## config.mk

```make
export PLATFORM = sky130hd
export DESIGN_NAME = ulpiLink
export DESIGN_NICKNAME = d
export VERILOG_FILES = /design/src/common/ulpiPkg.sv /design/src/common/ulpiBus.sv /design/src/verilog/ulpiReqDispatch.sv /design/src/ULPI/ulpiRegWrite.sv /design/src/ULPI/ulpiRegRead.sv /design/src/ULPI/ulpiLink.sv
export SDC_FILE = /design/constraint.sdc
export NUM_CORES = 1
export LEC_CHECK = 0
export BUFFER_PORTS_ARGS = -buffer_cell sky130_fd_sc_hd__buf_2
export CORE_UTILIZATION = 48
export DETAILED_ROUTE_END_ITERATION = 8
export PLACE_DENSITY = 0.73
export SLEW_MARGIN = 0
export SYNTH_ARGS = -nofsm -noshare
export SYNTH_HDL_FRONTEND = slang
export SYNTH_SLANG_ARGS = --single-unit
```

## constraint.sdc

```tcl
create_clock -name clk_ULPI -period 1.5 [get_ports clk_ULPI]
set_input_delay 0.075 -clock clk_ULPI [delete_from_list [all_inputs] [get_ports clk_ULPI]]
set_output_delay 0.075 -clock clk_ULPI [all_outputs]
set_load 0.01 [all_outputs]
```

## src/common/ulpiPkg.sv

```systemverilog
// ULPI link package
// Request opcodes, TXCMD prefixes, bus widths, synchronizer depth, engine states
package ulpiPkg;

    localparam int ulpiAddrWidth = 6;  // Immediate register address
    localparam int ulpiDataWidth = 8;  // ULPI data bus and PHY registers
    localparam int syncStages    = 2;  // Receive synchronizer depth

    // TXCMD prefix, bits [7:6] of the command byte
    localparam logic [1:0] regWriteCmd = 2'b10;
    localparam logic [1:0] regReadCmd  = 2'b11;

    // Client request opcode
    typedef enum logic {
        REG_WRITE = 1'b0,
        REG_READ  = 1'b1
    } regOpT;

    // Register-write engine
    typedef enum logic [2:0] {
        W_IDLE = 3'd0,
        W_CMD  = 3'd1,  // TXCMD on bus until NXT
        W_DATA = 3'd2,  // Data byte until NXT
        W_STOP = 3'd3   // Single STP cycle
    } writeStateT;

    // Register-read engine
    typedef enum logic [2:0] {
        R_IDLE    = 3'd0,
        R_CMD     = 3'd1,  // TXCMD on bus until NXT
        R_TURN    = 3'd2,  // Bus released, waiting for DIR
        R_CAPTURE = 3'd3,  // Waiting for synchronized byte
        R_RELEASE = 3'd4   // Waiting for DIR to drop
    } readStateT;

endpackage

```

## src/common/ulpiBus.sv

```systemverilog
`timescale 1ns/1ns
// One engine's view of the ULPI pins
// Link modport drives receive side, engine modport drives transmit side
interface ulpiBus;

    logic                               dir;      // PHY owns the bus
    logic                               nxt;      // PHY throttle
    logic [ulpiPkg::ulpiDataWidth-1:0]  rxData;   // Synchronized receive byte
    logic                               rxFresh;  // rxData holds PHY-driven data
    logic [ulpiPkg::ulpiDataWidth-1:0]  txData;   // Zero when engine is idle
    logic                               stp;

    // Link side
    modport link (
        output dir,
        output nxt,
        output rxData,
        output rxFresh,
        input  txData,
        input  stp
    );

    // Engine side
    modport engine (
        input  dir,
        input  nxt,
        input  rxData,
        input  rxFresh,
        output txData,
        output stp
    );

endinterface

```

## src/verilog/ulpiReqDispatch.sv

```systemverilog
`timescale 1ns/1ns
// Request dispatcher with engine start pulses and read response holding
// Merges both engines' outgoing bytes and STP onto the pins
module ulpiReqDispatch (
    input  logic                               clk_ULPI,
    input  logic                               rst,
    input  logic                               reqValid,
    output logic                               reqReady,
    input  ulpiPkg::regOpT                     reqOp,
    input  logic [ulpiPkg::ulpiAddrWidth-1:0]  reqAddr,
    input  logic [ulpiPkg::ulpiDataWidth-1:0]  reqData,
    output logic                               rspValid,
    input  logic                               rspReady,
    output logic [ulpiPkg::ulpiDataWidth-1:0]  rspData,
    output logic                               wrStart,
    output logic                               rdStart,
    input  logic                               wrBusy,
    input  logic                               rdBusy,
    input  logic [ulpiPkg::ulpiDataWidth-1:0]  rdByte,
    input  logic                               rdDone,
    output logic [ulpiPkg::ulpiAddrWidth-1:0]  cmdAddr,  // Valid with either start
    output logic [ulpiPkg::ulpiDataWidth-1:0]  cmdData,  // Valid with wrStart
    ulpiBus.link                               wrBus,
    ulpiBus.link                               rdBus,
    output logic [ulpiPkg::ulpiDataWidth-1:0]  dataOut,
    output logic                               stp
);
    logic running;  // Set once out of reset
    logic accept;

    assign accept   = reqValid && reqReady;
    // Idle engines, no start in flight, no response waiting
    assign reqReady = running && !wrBusy && !rdBusy && !wrStart && !rdStart && !rspValid;

    always_ff @(posedge clk_ULPI) begin
        if (accept) begin
            cmdAddr <= reqAddr;
            cmdData <= reqData;
        end
        if (rdDone) rspData <= rdByte;  // Held until handshake
    end

    always_ff @(posedge clk_ULPI) begin
        if (!rst) begin
            running  <= 1'b0;
            wrStart  <= 1'b0;
            rdStart  <= 1'b0;
            rspValid <= 1'b0;
        end else begin
            running <= 1'b1;
            wrStart <= accept && (reqOp == ulpiPkg::REG_WRITE);
            rdStart <= accept && (reqOp == ulpiPkg::REG_READ);
            if (rdDone) rspValid <= 1'b1;
            else if (rspValid && rspReady) rspValid <= 1'b0;
        end
    end

    // Idle engine drives zero
    assign dataOut = wrBus.txData | rdBus.txData;
    assign stp     = wrBus.stp | rdBus.stp;

    assert property (@(posedge clk_ULPI) disable iff (!rst) !(wrBusy && rdBusy))
        else $error("Both register engines active");

endmodule

```

## src/ULPI/ulpiRegWrite.sv

```systemverilog
`timescale 1ns/1ns
// ULPI register-write engine
// TXCMD, data byte and STP under NXT flow control
module ulpiRegWrite (
    input  logic                               clk_ULPI,
    input  logic                               rst,
    input  logic                               start,  // One-cycle pulse from dispatcher
    input  logic [ulpiPkg::ulpiAddrWidth-1:0]  addr,
    input  logic [ulpiPkg::ulpiDataWidth-1:0]  data,
    output logic                               busy,
    ulpiBus.engine                             bus
);
    ulpiPkg::writeStateT                state;
    logic [ulpiPkg::ulpiAddrWidth-1:0]  addrQ;
    logic [ulpiPkg::ulpiDataWidth-1:0]  dataQ;

    // Request payload, valid with start
    always_ff @(posedge clk_ULPI) begin
        if (start && state == ulpiPkg::W_IDLE) begin
            addrQ <= addr;
            dataQ <= data;
        end
    end

    always_ff @(posedge clk_ULPI) begin
        if (!rst) begin
            state <= ulpiPkg::W_IDLE;
        end else begin
            case (state)
                ulpiPkg::W_IDLE: if (start) state <= ulpiPkg::W_CMD;
                ulpiPkg::W_CMD: begin
                    if (bus.dir) state <= ulpiPkg::W_IDLE;      // PHY aborted the TXCMD
                    else if (bus.nxt) state <= ulpiPkg::W_DATA; // Command accepted
                end
                ulpiPkg::W_DATA: begin
                    if (bus.dir) state <= ulpiPkg::W_IDLE;
                    else if (bus.nxt) state <= ulpiPkg::W_STOP; // Data accepted
                end
                ulpiPkg::W_STOP: state <= ulpiPkg::W_IDLE;
                default: state <= ulpiPkg::W_IDLE;
            endcase
        end
    end

    assign busy = (state != ulpiPkg::W_IDLE);

    // Outgoing byte is zero outside the command and data phases
    always_comb begin
        bus.txData = '0;
        bus.stp    = 1'b0;
        case (state)
            ulpiPkg::W_CMD:  bus.txData = {ulpiPkg::regWriteCmd, addrQ};
            ulpiPkg::W_DATA: bus.txData = dataQ;
            ulpiPkg::W_STOP: bus.stp = 1'b1;  // Ends the transfer
            default: ;
        endcase
    end

    // STP only closes a transfer the link still owns
    assert property (@(posedge clk_ULPI) disable iff (!rst) bus.stp |-> !bus.dir)
        else $error("STP raised while the PHY owns the bus");

    // DIR during TXCMD means the PHY dropped the command
    assert property (@(posedge clk_ULPI) disable iff (!rst)
        (state == ulpiPkg::W_CMD) |-> !bus.dir)
        else $warning("Register write aborted by PHY turnaround");

endmodule

```

## src/ULPI/ulpiRegRead.sv

```systemverilog
`timescale 1ns/1ns
// ULPI register-read engine
// TXCMD, bus turnaround, capture of the synchronized read byte
module ulpiRegRead (
    input  logic                               clk_ULPI,
    input  logic                               rst,
    input  logic                               start,  // One-cycle pulse from dispatcher
    input  logic [ulpiPkg::ulpiAddrWidth-1:0]  addr,
    output logic                               busy,
    output logic [ulpiPkg::ulpiDataWidth-1:0]  rdByte,
    output logic                               rdDone, // Pulse, rdByte valid
    ulpiBus.engine                             bus
);
    ulpiPkg::readStateT                 state;
    logic [ulpiPkg::ulpiAddrWidth-1:0]  addrQ;
    logic                               capture;

    // First fresh byte after turnaround
    assign capture = (state == ulpiPkg::R_CAPTURE) && bus.rxFresh;

    // Payload registers
    always_ff @(posedge clk_ULPI) begin
        if (start && state == ulpiPkg::R_IDLE) addrQ <= addr;
        if (capture) rdByte <= bus.rxData;
    end

    always_ff @(posedge clk_ULPI) begin
        if (!rst) begin
            state  <= ulpiPkg::R_IDLE;
            rdDone <= 1'b0;
        end else begin
            rdDone <= capture;
            case (state)
                ulpiPkg::R_IDLE: if (start) state <= ulpiPkg::R_CMD;
                ulpiPkg::R_CMD: begin
                    if (bus.dir) state <= ulpiPkg::R_IDLE;      // PHY aborted the TXCMD
                    else if (bus.nxt) state <= ulpiPkg::R_TURN; // Command accepted
                end
                // DIR rising is the turnaround cycle
                ulpiPkg::R_TURN: if (bus.dir) state <= ulpiPkg::R_CAPTURE;
                ulpiPkg::R_CAPTURE: if (capture) state <= ulpiPkg::R_RELEASE;
                ulpiPkg::R_RELEASE: if (!bus.dir) state <= ulpiPkg::R_IDLE; // Bus back to link
                default: state <= ulpiPkg::R_IDLE;
            endcase
        end
    end

    assign busy = (state != ulpiPkg::R_IDLE);

    // Link only drives during the command phase
    always_comb begin
        bus.txData = '0;
        if (state == ulpiPkg::R_CMD) begin
            bus.txData = {ulpiPkg::regReadCmd, addrQ};
        end
    end

    assign bus.stp = 1'b0;  // Register read ends by PHY turnaround

    // Captured byte was on the pins with DIR high, syncStages + 1 cycles earlier
    assert property (@(posedge clk_ULPI) disable iff (!rst)
        rdDone |-> $past(bus.dir, ulpiPkg::syncStages + 1))
        else $error("Read byte captured without PHY driving the bus");

    // DIR during TXCMD means the PHY dropped the command
    assert property (@(posedge clk_ULPI) disable iff (!rst)
        (state == ulpiPkg::R_CMD) |-> !bus.dir)
        else $warning("Register read aborted by PHY turnaround");

endmodule

```

## src/ULPI/ulpiLink.sv

```systemverilog
`timescale 1ns/1ns
// ULPI link top with receive synchronizer, PHY reset and bus fan-out
// Instances of request dispatcher, register-write and register-read engines
module ulpiLink (
    input  logic                               clk_ULPI,
    input  logic                               rst,
    // Request channel
    input  logic                               reqValid,
    output logic                               reqReady,
    input  ulpiPkg::regOpT                     reqOp,
    input  logic [ulpiPkg::ulpiAddrWidth-1:0]  reqAddr,
    input  logic [ulpiPkg::ulpiDataWidth-1:0]  reqData,
    // Response channel
    output logic                               rspValid,
    input  logic                               rspReady,
    output logic [ulpiPkg::ulpiDataWidth-1:0]  rspData,
    // PHY pins
    input  logic                               dir,
    input  logic                               nxt,
    input  logic [ulpiPkg::ulpiDataWidth-1:0]  dataIn,
    output logic [ulpiPkg::ulpiDataWidth-1:0]  dataOut,
    output logic                               dataOe,
    output logic                               stp,
    output logic                               phyRst
);
    localparam int stages = ulpiPkg::syncStages;

    logic [ulpiPkg::ulpiDataWidth-1:0]  syncQ [stages];  // Metastability chain
    logic [stages-1:0]                  freshQ;          // Tracks PHY data through syncQ
    logic                               dirQ;
    logic                               wrStart, rdStart, wrBusy, rdBusy, rdDone;
    logic [ulpiPkg::ulpiAddrWidth-1:0]  cmdAddr;
    logic [ulpiPkg::ulpiDataWidth-1:0]  cmdData, rdByte;

    ulpiBus wrBus ();
    ulpiBus rdBus ();

    assign phyRst = !rst;         // PHY held in reset with the link
    assign dataOe = rst && !dir;  // Bus released in reset and while PHY owns it

    // First stage samples the pins only while the PHY drives them
    always_ff @(posedge clk_ULPI) begin
        if (dir) syncQ[0] <= dataIn;
        for (int i = 1; i < stages; i++) begin
            syncQ[i] <= syncQ[i-1];
        end
    end

    always_ff @(posedge clk_ULPI) begin
        if (!rst) begin
            dirQ   <= 1'b0;
            freshQ <= '0;
        end else begin
            dirQ   <= dir;
            freshQ <= {freshQ[stages-2:0], dir && dirQ};  // Turnaround cycle is not data
        end
    end

    // Common receive fields to both engines
    assign wrBus.dir     = dir;
    assign wrBus.nxt     = nxt;
    assign wrBus.rxData  = syncQ[stages-1];
    assign wrBus.rxFresh = freshQ[stages-1];
    assign rdBus.dir     = dir;
    assign rdBus.nxt     = nxt;
    assign rdBus.rxData  = syncQ[stages-1];
    assign rdBus.rxFresh = freshQ[stages-1];

    ulpiReqDispatch dispatch_i (
        .clk_ULPI, .rst,
        .reqValid, .reqReady, .reqOp, .reqAddr, .reqData,
        .rspValid, .rspReady, .rspData,
        .wrStart, .rdStart, .wrBusy, .rdBusy, .rdByte, .rdDone,
        .cmdAddr, .cmdData,
        .wrBus(wrBus.link), .rdBus(rdBus.link),
        .dataOut, .stp
    );

    ulpiRegWrite write_i (
        .clk_ULPI, .rst, .start(wrStart), .addr(cmdAddr), .data(cmdData),
        .busy(wrBusy), .bus(wrBus.engine)
    );

    ulpiRegRead read_i (
        .clk_ULPI, .rst, .start(rdStart), .addr(cmdAddr),
        .busy(rdBusy), .rdByte, .rdDone, .bus(rdBus.engine)
    );

    // Engines have let go of the bus once the turnaround is over
    assert property (@(posedge clk_ULPI) disable iff (!rst)
        (dir && dirQ) |-> (dataOut == '0))
        else $error("Link drives data while the PHY owns the bus");

endmodule

```

==> results.md, run 1 <==
- Fin worst setup slack: -0.111 ns
- Worst setup endpoint: dataOut[2]
- Most common cell in the netlist: edfxtp_1
- Clk_lat worst skew: 0.35 ns
- TritonCTS Buffers: 9
- Reg clk slew, reported paths: 0.07 ns
- TritonCTS clock tree: done
- Synth top area cells: edfxtp_1 65%, dfxtp_1 16%, a22o_1 3.9%
- Worst path arrival time: 1.54 ns
- Syn-to-layout area delta: 34.0%
- Failing checks: negative setup slack
- Max Root-Sink Buffers: 2
- Run status: finished, violations left
- Worst EP required: 1.42 ns
- Vias in the first global route: 1517
- # diodes: 0
- Max_slew headroom: 0.713
- Tightest Hold Check Type: input port to flip-flop
- Pins Over Slew Limit: 0
- Clock skew: a little over 0.006 ns
- Row cnt: 26
- Part of the cycle the worst path needs: 1.07
- Top cell type by total area after synthesis: edfxtp_1
- Reg2reg setup slack: 0 ns
- Core ar.: between 5000 and 6000 µm²
- WL/cell: about 14 µm
- GP Congestion: 0.767
- Tmin final: 1.61 ns
- Clk sink count: 79
- CTS H-Tree Depth: 3
- Worst reg2reg startpoint: write_i.state[1]$_SDFFE_PN0P_
- Post-Syn Area per Cell: 18.1 µm²
- Comb pwr share: 0.109
- Worst slew pin tran: ~0.43 ns
- Synth top area share: 0.647
- First-pass GRT wire length: between 7 and 8 mm
- WHS: 0.0179 ns
- Via density: 4.72
- GR Util All Layers: 0.173
- Die Ht: 76.9 µm
- Maximum number of pins on one net before global-route repair: 19
- Register area share after synthesis: 0.804
- Ys async rst share: 0
- Leakage: roughly 1.4 nW
- Overflow after GRT: 0
- Die Wd: 76.9 µm
- Synth top cells by count: 58 x edfxtp_1, 21 x dfxtp_1, 12 x a22o_1
- Peak VDD IR: 0.000855 V
- Initial antenna violation count: 0
- Final HPWL DP: 2.76 mm
- Syn. warnings: 0
- Tot Pwr: 4.60 mW
- CP Launch Point: write_i.state[1]$_SDFFE_PN0P_
- Synth cell types: 32
- Number of synthesized flops with an enable pin: 58
- RSZ-0062 raised after global routing: yes
- DRT Pass-1 Iters: 4
- Cells after Synth: 149
- Net Sw Frac: 0.218
- Dominant register cell in the synthesized netlist: edfxtp_1
- Clk root buf: clkbuf_8
- Initial core utilization: 0.514
- Psw: 1.00 mW
- Peak Freq: 621 MHz
- R2r endpoint: dispatch_i.cmdAddr[0]$_DFFE_PP_
- Final hold violations: 0
- Setup crit end kind: output port
- Reg power frac: 0.544
- Cell area after synthesis: roughly 2700 µm²
- Nets: 274
- I/O pins: 50
- Die Area: ~5900 µm²
- MaxCap Viol Count: 0
- Share of layout cells above drive strength 1: 0.382
- Hold depth: 4
- DRT antenna net count: 0
- Total Wirelength: 4.57 mm
- Number of vias in the routed layout: 1491
- Clock share of power: 0.347
- Synth Register Bits: 79
- Pwr dens: 1280 nW/µm²
- Crit path max fanout: 7
- Syn nets: 182
- Cell internal pwr: 3.60 mW
- Port-buffer cells: 49
- Residual DRC: 0
- Drt initial violations: 75
- Setup violators final: 16
- Worst setup SP type: flip-flop
- CP Class: flip-flop to output port
- FF-to-FF path depth: 4
## layout by cell type, fill, tap and decap left out, drive strengths merged, types with 3 or more instances in the layout
cell	n
a21o	3
a21oi	3
a22o	12
and2	5
buf	61
clkbuf	11
dfxtp	21
dlygate4sd3	24
edfxtp	58
ha	4
inv	8
nand2	4
nor2	7
## per-layer routing
metal	routed length, µm	vias to the layer above	track usage	share of wire
li1	-	752	-	-
met1	2050	683	0.219	0.45
met2	2210	42	0.259	0.48
met3	208	14	0.0524	0.046
met4	105	0	0.110	0.023
met5	0	-	0	0
## power by group through the flow
| stage | clock network, mW | registers, mW | logic, mW |
|---|---|---|---|
| floorplan | 0 | 2.53 | 0.230 |
| global placement | 0 | 2.54 | 0.372 |
| detailed placement | 0 | 2.54 | 0.377 |
| CTS | 1.63 | 2.50 | 0.473 |
| global route | 1.74 | 2.51 | 0.542 |
| finish | 1.59 | 2.50 | 0.501 |
## sequential cells by signal, indices dropped and copies added, names as in the netlist, 3 cells and up
name	flops
dispatch_i.rspData	8
write_i.dataQ	8
read_i.addrQ	6
dispatch_i.cmdAddr	6
read_i.state	3
write_i.addrQ	6
syncQ	16
read_i.rdByte	8
dispatch_i.cmdData	8
## critical path: stages, from the launching register on
cell and delay (ns):
dfxtp_2 0.34, buf_6 0.12, ha_4 0.18, a22o_1 0.21
a22o_1 0.20, buf_2 0.14
## cells by family after synthesis
group                      after synthesis  synth area share
buffers and inverters                   10            0.0214
and+or+nand+nor                         30            0.0763
DFF                                     79             0.804
muxes                                    1           0.00372
AOI/OAI and AO/OA                       25            0.0763
adders and majority gates                4            0.0186
## worst min path at each step
stage                                       endpoint       start  slack (ns)
global route        dispatch_i.rspValid$_SDFFE_PN0P_    rspReady        0.03
finish              dispatch_i.rspValid$_SDFFE_PN0P_    rspReady        0.02
floorplan                 dispatch_i.running$_DFF_P_         rst        0.10
global placement     dispatch_i.cmdAddr[3]$_DFFE_PP_  reqAddr[3]        0.25
detailed placement   dispatch_i.cmdData[3]$_DFFE_PP_  reqData[3]        0.25
CTS                 dispatch_i.rspValid$_SDFFE_PN0P_    rspReady       0.009
## area by class of cell
class	instances	area [µm²]
multi-input combinational	60	514
sequential	79	2170
inverter	6	25.0
clock buffer	11	153
tap	70	87.6
fill	351	1630
timing repair buffer	85	603
clock inverter	5	53.8
## through the flow
stage | cell area, µm² | utilization | TNS, ns | instances | setup slack (ns)
CTS | 3580 | 0.684 | -1.82 | 316 | -0.117
global route | 3600 | 0.688 | -2.07 | 316 | -0.156
finish | 3600 | 0.688 | -0.729 | 316 | -0.111
floorplan | 2690 | - | 0 | 149 | 0.0496
global placement | 3040 | 0.580 | 0 | 270 | 0.0140
detailed placement | 3040 | 0.580 | -0.266 | 270 | -0.0197
## what timing repair did
item / 4_1_cts / 5_1_grt
endpoints found under the setup margin: 23 / 27
pin swaps: 7 / 7
hold buffers: 24 / 0
resized for setup: 14 / 5
endpoints found under the hold margin: 25 / 0
buffers inserted: 6 / 0
Note: power is estimated with default switching activity, not from simulation.
==> inputs of run 2 (changes only) <==
==> constraint.sdc (replaced) <==
create_clock -name clk_ULPI -period 1.5 [get_ports clk_ULPI]
set_input_delay 0.3 -clock clk_ULPI [delete_from_list [all_inputs] [get_ports clk_ULPI]]
set_output_delay 0.3 -clock clk_ULPI [all_outputs]
set_load 0.01 [all_outputs]
==> run 2 against run 1 <==
Against the previous run:
- the flow still finishes with violations (negative setup slack)
- die area unchanged
- sequential share of layout area up 4.7 points
- clock-buffer cell count down 1
- combinational power down 12%
- wire length down 4.3%
- first-iteration DRC count down 15%
- clock skew down 0.00092 ns
- sequential power about the same
- worst hold slack better by 0.12 ns
- critical path type unchanged
==> results.md, run 2 (synthesis results as in run 1) <==
- Layout fillers: 389 (was 351)
- Share of layout cells above drive strength 1: 0.425 (was 0.382)
- Syn-to-layout area delta: 24.4% (was 34.0%)
- Clk sink count: 79 (unchanged)
- Max Root-Sink Buffers: 2 (unchanged)
- CP most frequent cell: a22o_1 (unchanged)
- CTS H-Tree Depth: 3 (unchanged)
- Row cnt: 26 (unchanged)
- Peak Freq: 553 MHz (was 621 MHz)
- Pwr dens: 1340 nW/µm² (was 1280 nW/µm²)
- Setup violators final: 23 (was 16)
- Failing checks: negative setup slack (unchanged)
- Run status: finished, violations left (unchanged)
- Die Area: 5910 µm² (unchanged)
- Total Wirelength: 4.38 mm (was 4.57 mm)
- Die Ht: 76.9 µm (unchanged)
- TritonCTS Buffers: 9 (unchanged)
- Part of the cycle the worst path needs: 1.21 (was 1.07)
- Crit path max fanout: 8 (was 7)
- Maximum number of pins on one net before global-route repair: 17 (was 19)
- DRT Pass-1 Iters: 4 (unchanged)
- Port-buffer cells: 49 (unchanged)
- Nets: 247 (was 274)
- Overflow after GRT: 0 (unchanged)
- Final HPWL DP: 2.79 mm (was 2.76 mm)
- I/O pins: 50 (unchanged)
- Largest stage delay on the critical path: 0.39 ns (was 0.34 ns)
- Tmin final: 1.81 ns (was 1.61 ns)
- Clk_lat worst skew: 0.34 ns (was 0.35 ns)
- CP Class: flip-flop to output port (unchanged)
- Leakage: 1.30 nW (was 1.42 nW)
- Reg clk slew, reported paths: 0.08 ns (was 0.07 ns)
- Drt initial violations: 64 (was 75)
- Die Wd: 76.9 µm (unchanged)
- Via density: 5.06 (was 4.72)
- WL/cell: 15.1 µm (was 14.5 µm)
- Worst setup SP type: flip-flop (unchanged)
- Core ar.: 5240 µm² (unchanged)
- Initial antenna violation count: 0 (unchanged)
- Max FFs per register: 16 (unchanged)
- Worst path arrival time: 1.51 ns (was 1.54 ns)
- Fin worst setup slack: -0.309 ns (was -0.111 ns)
- First-pass GRT wire length: 6.63 mm (was 7.30 mm)
- Setup WS pre-CTS: -0.102 ns (was -0.0197 ns)
- Most frequent cells in the layout: 58 x edfxtp_1, 48 x buf_2, 18 x dfxtp_1, 12 x a22o_1, 10 x clkbuf_8 (was 58 x edfxtp_1, 49 x buf_2, 24 x dlygate4sd3_1, 17 x dfxtp_1, 12 x a22o_1)
- Setup crit end kind: output port (unchanged)
- CP delay by family, top: compound AO/OA/AOI/OAI gates (unchanged)
- GP Congestion: 0.774 (was 0.767)
- Vias in the first global route: 1387 (was 1517)
- Clk root buf: clkbuf_8 (unchanged)
- Residual DRC: 0 (unchanged)
- Clock skew: 0.00514 ns (was 0.00606 ns)
- TritonCTS clock tree: done (unchanged)
- MaxCap Viol Count: 0 (unchanged)
- Initial core utilization: 0.514 (unchanged)
- Setup TNS: -3.42 ns (was -0.729 ns)
- Pins Over Slew Limit: 0 (unchanged)
- GR Util All Layers: 0.157 (was 0.173)
- Total area of sequential cells: 2170 µm² (about the same)
- CP cell instances: inv_4 > ha_4 > a22o_1 > a22o_1 > buf_2 (was buf_6 > ha_4 > a22o_1 > a22o_1 > buf_2)
- Commonest non-fill, non-tap cell in the layout: edfxtp_1 (unchanged)
- Tightest Hold Check Type: input port to flip-flop (unchanged)
- DRT antenna net count: 0 (unchanged)
- CP max-delay cell: dfxtp_4 (was dfxtp_2)
- RSZ-0062 raised after global routing: yes (unchanged)
- Max_slew headroom: 0.736 (was 0.713)
- Worst EP required: 1.20 ns (was 1.42 ns)
- Final hold violations: 0 (unchanged)
- Most flops, register: syncQ (unchanged)
- Area of the multi-input gates: 539 µm² (was 514 µm²)
- Peak VDD IR: 0.00100 V (was 0.000855 V)
- Number of vias in the routed layout: 1462 (was 1491)
- # diodes: 0 (unchanged)
- CP bufs+invs: 2 (unchanged)
- Worst slew pin tran: 0.396 ns (was 0.430 ns)
- WHS: 0.133 ns (was 0.0179 ns)
## run 2: changes by cell type in the layout (fill, tap and decap cells not counted), sizes merged
cell         delta
dlygate4sd3    -24
and4b           +1
buf             -4
inv             -1
clkinv          +2
clkbuf          -1
## run 2: what timing repair did
action,CTS,global route
hold buffers,0,0
pin swaps,3,3
gates cloned,0,1
setup endpoints to repair,42,26
resized for setup,13,8
buffers inserted,0,2
## run 2: routing by layer
layer  vias to the layer above  share of wire  track usage
met5                         -              0            0
met4                         0          0.025        0.125
met3                         9          0.070       0.0524
met2                        64           0.46        0.221
met1                       691           0.44        0.199
li1                        698              -            -
## run 2: final cells by class
type / count / share of cell area
clock inverters: 6 / 0.0176
well taps: 70 / 0.0262
clock buffers: 10 / 0.0411
inverters: 6 / 0.00823
repair buffers: 57 / 0.0969
multi-input cells: 61 / 0.161
flip-flops and latches: 79 / 0.649
## run 2: final timing paths
kind                                               startpoint                               to  slack (ns)  depth (start not counted)
worst min-delay path                               reqAddr[3]  dispatch_i.cmdAddr[3]$_DFFE_PP_        0.13                          1
worst min register to register          syncQ[0][1]$_DFFE_PP_              syncQ[1][1]$_DFF_P_        0.34                          0
worst max-delay path            write_i.state[0]$_SDFFE_PN0P_                       dataOut[2]       -0.31                          5
worst max register to register  write_i.state[0]$_SDFFE_PN0P_  dispatch_i.cmdData[7]$_DFFE_PP_       -0.08                          5
## run 2: per-stage QoR
| step | total power [mW] | util | instance area (µm²) | instances |
|---|---|---|---|---|
| 5_1_grt | 4.64 | 0.639 | 3350 | 289 |
| 2_1_floorplan | 2.76 | - | 2690 | 149 |
| 4_1_cts | 4.46 | 0.627 | 3280 | 286 |
| 3_5_place_dp | 2.91 | 0.582 | 3050 | 270 |
| 3_3_place_gp | 2.89 | 0.582 | 3050 | 270 |
| 6_report | 4.47 | 0.639 | 3350 | 289 |
## run 2: where the power goes
part           internal [mW]  switching (mW)
clock                  0.808           0.710
combinational          0.214           0.227
sequential              2.46          0.0474
total                   3.49           0.984
==> inputs of run 3 (changes only) <==
- CTS_CLUSTER_DIAMETER: unset -> 30
- RECOVER_POWER: unset -> 100
==> run 3 against run 2 <==
Against the previous run:
- the run still ends with negative setup slack left
- flip-flop and latch count stayed put
- first-iteration DRC count increased by 11%
- wire length fell by 0.18%
- global-route usage unchanged
- final cell count unchanged
- design area down 0.75%
- die area unchanged
==> results.md, run 3 (synthesis results as in run 1) <==
- Run status: finished, violations left (unchanged)
- Failing checks: negative setup slack (unchanged)
- DRT antenna net count: 0 (unchanged)
- Layout Utilization: 0.634 (was 0.639)
- Setup crit end kind: output port (unchanged)
- CP bufs+invs: 2 (unchanged)
- Drt initial violations: 71 (was 64)
- Setup violators final: 23 (unchanged)
- Die Wd: 76.9 µm (unchanged)
- Final hold violations: 0 (unchanged)
- Die Area: 5910 µm² (unchanged)
- RSZ-0062 raised after global routing: yes (unchanged)
- Reg clk slew, reported paths: 0.07 ns (was 0.08 ns)
- TritonCTS Buffers: 9 (unchanged)
- Syn-to-layout area delta: 23.4% (was 24.4%)
- Pins Over Slew Limit: 0 (unchanged)
- Max Root-Sink Buffers: 2 (unchanged)
- Layout fillers: 394 (was 389)
- Core ar.: 5240 µm² (unchanged)
- Max_slew headroom: 0.692 (was 0.736)
- I/O pins: 50 (unchanged)
- Tightest Hold Check Type: input port to flip-flop (unchanged)
- Worst slew pin tran: 0.462 ns (was 0.396 ns)
- Clk sink count: 79 (unchanged)
- Via density: 5.08 (was 5.06)
- Clk root buf: clkbuf_8 (unchanged)
- CP max-delay cell: dfxtp_4 (unchanged)
- # diodes: 0 (unchanged)
- Largest stage delay on the critical path: 0.39 ns (about the same)
- Leakage: 1.26 nW (was 1.30 nW)
- Pwr dens: 1340 nW/µm² (about the same)
- GP Congestion: 0.774 (unchanged)
- Peak Freq: 553 MHz (about the same)
- GR Util All Layers: 0.157 (unchanged)
- CP most frequent cell: a22o_1 (unchanged)
- Initial antenna violation count: 0 (unchanged)
- CP delay by family, top: compound AO/OA/AOI/OAI gates (unchanged)
- CP Class: flip-flop to output port (unchanged)
- Clk_lat worst skew: 0.34 ns (about the same)
- Tmin final: 1.81 ns (about the same)
- Share of layout cells above drive strength 1: 0.356 (was 0.425)
- First-pass GRT wire length: 6.63 mm (unchanged)
- Worst setup SP type: flip-flop (unchanged)
- Part of the cycle the worst path needs: 1.21 (about the same)
- MaxCap Viol Count: 0 (unchanged)
- Crit path max fanout: 8 (unchanged)
- Maximum number of pins on one net before global-route repair: 17 (unchanged)
- CTS H-Tree Depth: 3 (unchanged)
- DRT Pass-1 Iters: 4 (unchanged)
- Max FFs per register: 16 (unchanged)
- Setup TNS: -3.40 ns (was -3.42 ns)
- Vias in the first global route: 1387 (unchanged)
- TritonCTS clock tree: done (unchanged)
- Residual DRC: 0 (unchanged)
- CP cell instances: inv_4 > ha_4 > a22o_1 > a22o_1 > buf_2 (unchanged)
- Port-buffer cells: 49 (unchanged)
- Worst path arrival time: 1.51 ns (about the same)
- Commonest non-fill, non-tap cell in the layout: edfxtp_1 (unchanged)
- Most frequent cells in the layout: 58 x edfxtp_1, 37 x buf_2, 18 x dfxtp_1, 14 x clkbuf_1, 12 x a22o_1 (was 58 x edfxtp_1, 48 x buf_2, 18 x dfxtp_1, 12 x a22o_1, 10 x clkbuf_8)
- Nets: 247 (unchanged)
- Initial core utilization: 0.514 (unchanged)
- Final HPWL DP: 2.79 mm (unchanged)
- Clock skew: 0.00522 ns (was 0.00514 ns)
- Die Ht: 76.9 µm (unchanged)
- WHS: 0.133 ns (about the same)
- Number of vias in the routed layout: 1468 (was 1462)
- Most flops, register: syncQ (unchanged)
- Row cnt: 26 (unchanged)
- WL/cell: 15.1 µm (about the same)
- Fin worst setup slack: -0.308 ns (was -0.309 ns)
- Worst EP required: 1.20 ns (about the same)
- Peak VDD IR: 0.00100 V (about the same)
- Total Wirelength: 4.37 mm (was 4.38 mm)
- Overflow after GRT: 0 (unchanged)
[run 3: layout make-up]
class	count	area, µm²	share of cell area
Timing Repair Buffer	57	299	0.0901
Clock buffer	10	138	0.0414
Inverter	6	27.5	0.00829
Multi-Input combinational cell	61	539	0.162
Sequential cell	79	2170	0.654
Clock inverter	6	58.8	0.0177
Tap cell	70	87.6	0.0264
[run 3: worst register-to-register path, delay by kind of cell (launching register included)]
family	cells	cell delay, ns
simple gates	2	0.57
flops	1	0.37
buf+inv	2	0.20
fa+ha+maj	1	0.13
[run 3: worst paths after layout]
path                            startpoint                         endpoint  slack, ns  cells after the start
min reg2reg          syncQ[0][1]$_DFFE_PP_              syncQ[1][1]$_DFF_P_       0.34                      0
max          write_i.state[0]$_SDFFE_PN0P_                       dataOut[2]      -0.31                      5
min                             reqAddr[3]  dispatch_i.cmdAddr[3]$_DFFE_PP_       0.13                      1
max reg2reg  write_i.state[0]$_SDFFE_PN0P_  dispatch_i.cmdData[7]$_DFFE_PP_      -0.08                      5
[run 3: per-layer routing]
layer | vias to the layer above | track usage | routed length (µm)
met1 | 697 | 0.199 | 1930
met3 | 9 | 0.0524 | 305
met4 | 0 | 0.125 | 111
met5 | - | 0 | 0
met2 | 62 | 0.221 | 2020
li1 | 700 | - | -
[run 3: repair_timing]
item | 4_1_cts | 5_1_grt
endpoints found under the hold margin | 0 | 0
pin swaps | 3 | 3
hold buffers | 0 | 0
endpoints found under the setup margin | 42 | 26
setup buffers | 0 | 2
cloned | 0 | 1
resized for setup | 13 | 8
[run 3: where the power goes]
part | switching, mW | internal [mW] | total (mW)
clock network | 0.708 | 0.808 | 1.52
registers | 0.0474 | 2.46 | 2.51
logic | 0.227 | 0.211 | 0.437
total | 0.982 | 3.48 | 4.46
[run 3: metrics by stage]
stage	total power, mW	setup slack [ns]	instance area [µm²]	cells
after floorplan	2.76	0.0298	2690	149
after global placement	2.89	-0.0909	3050	270
after detailed placement	2.91	-0.102	3050	270
after CTS	4.46	-0.322	3280	286
after global routing	4.64	-0.365	3320	289
final	4.46	-0.308	3320	289
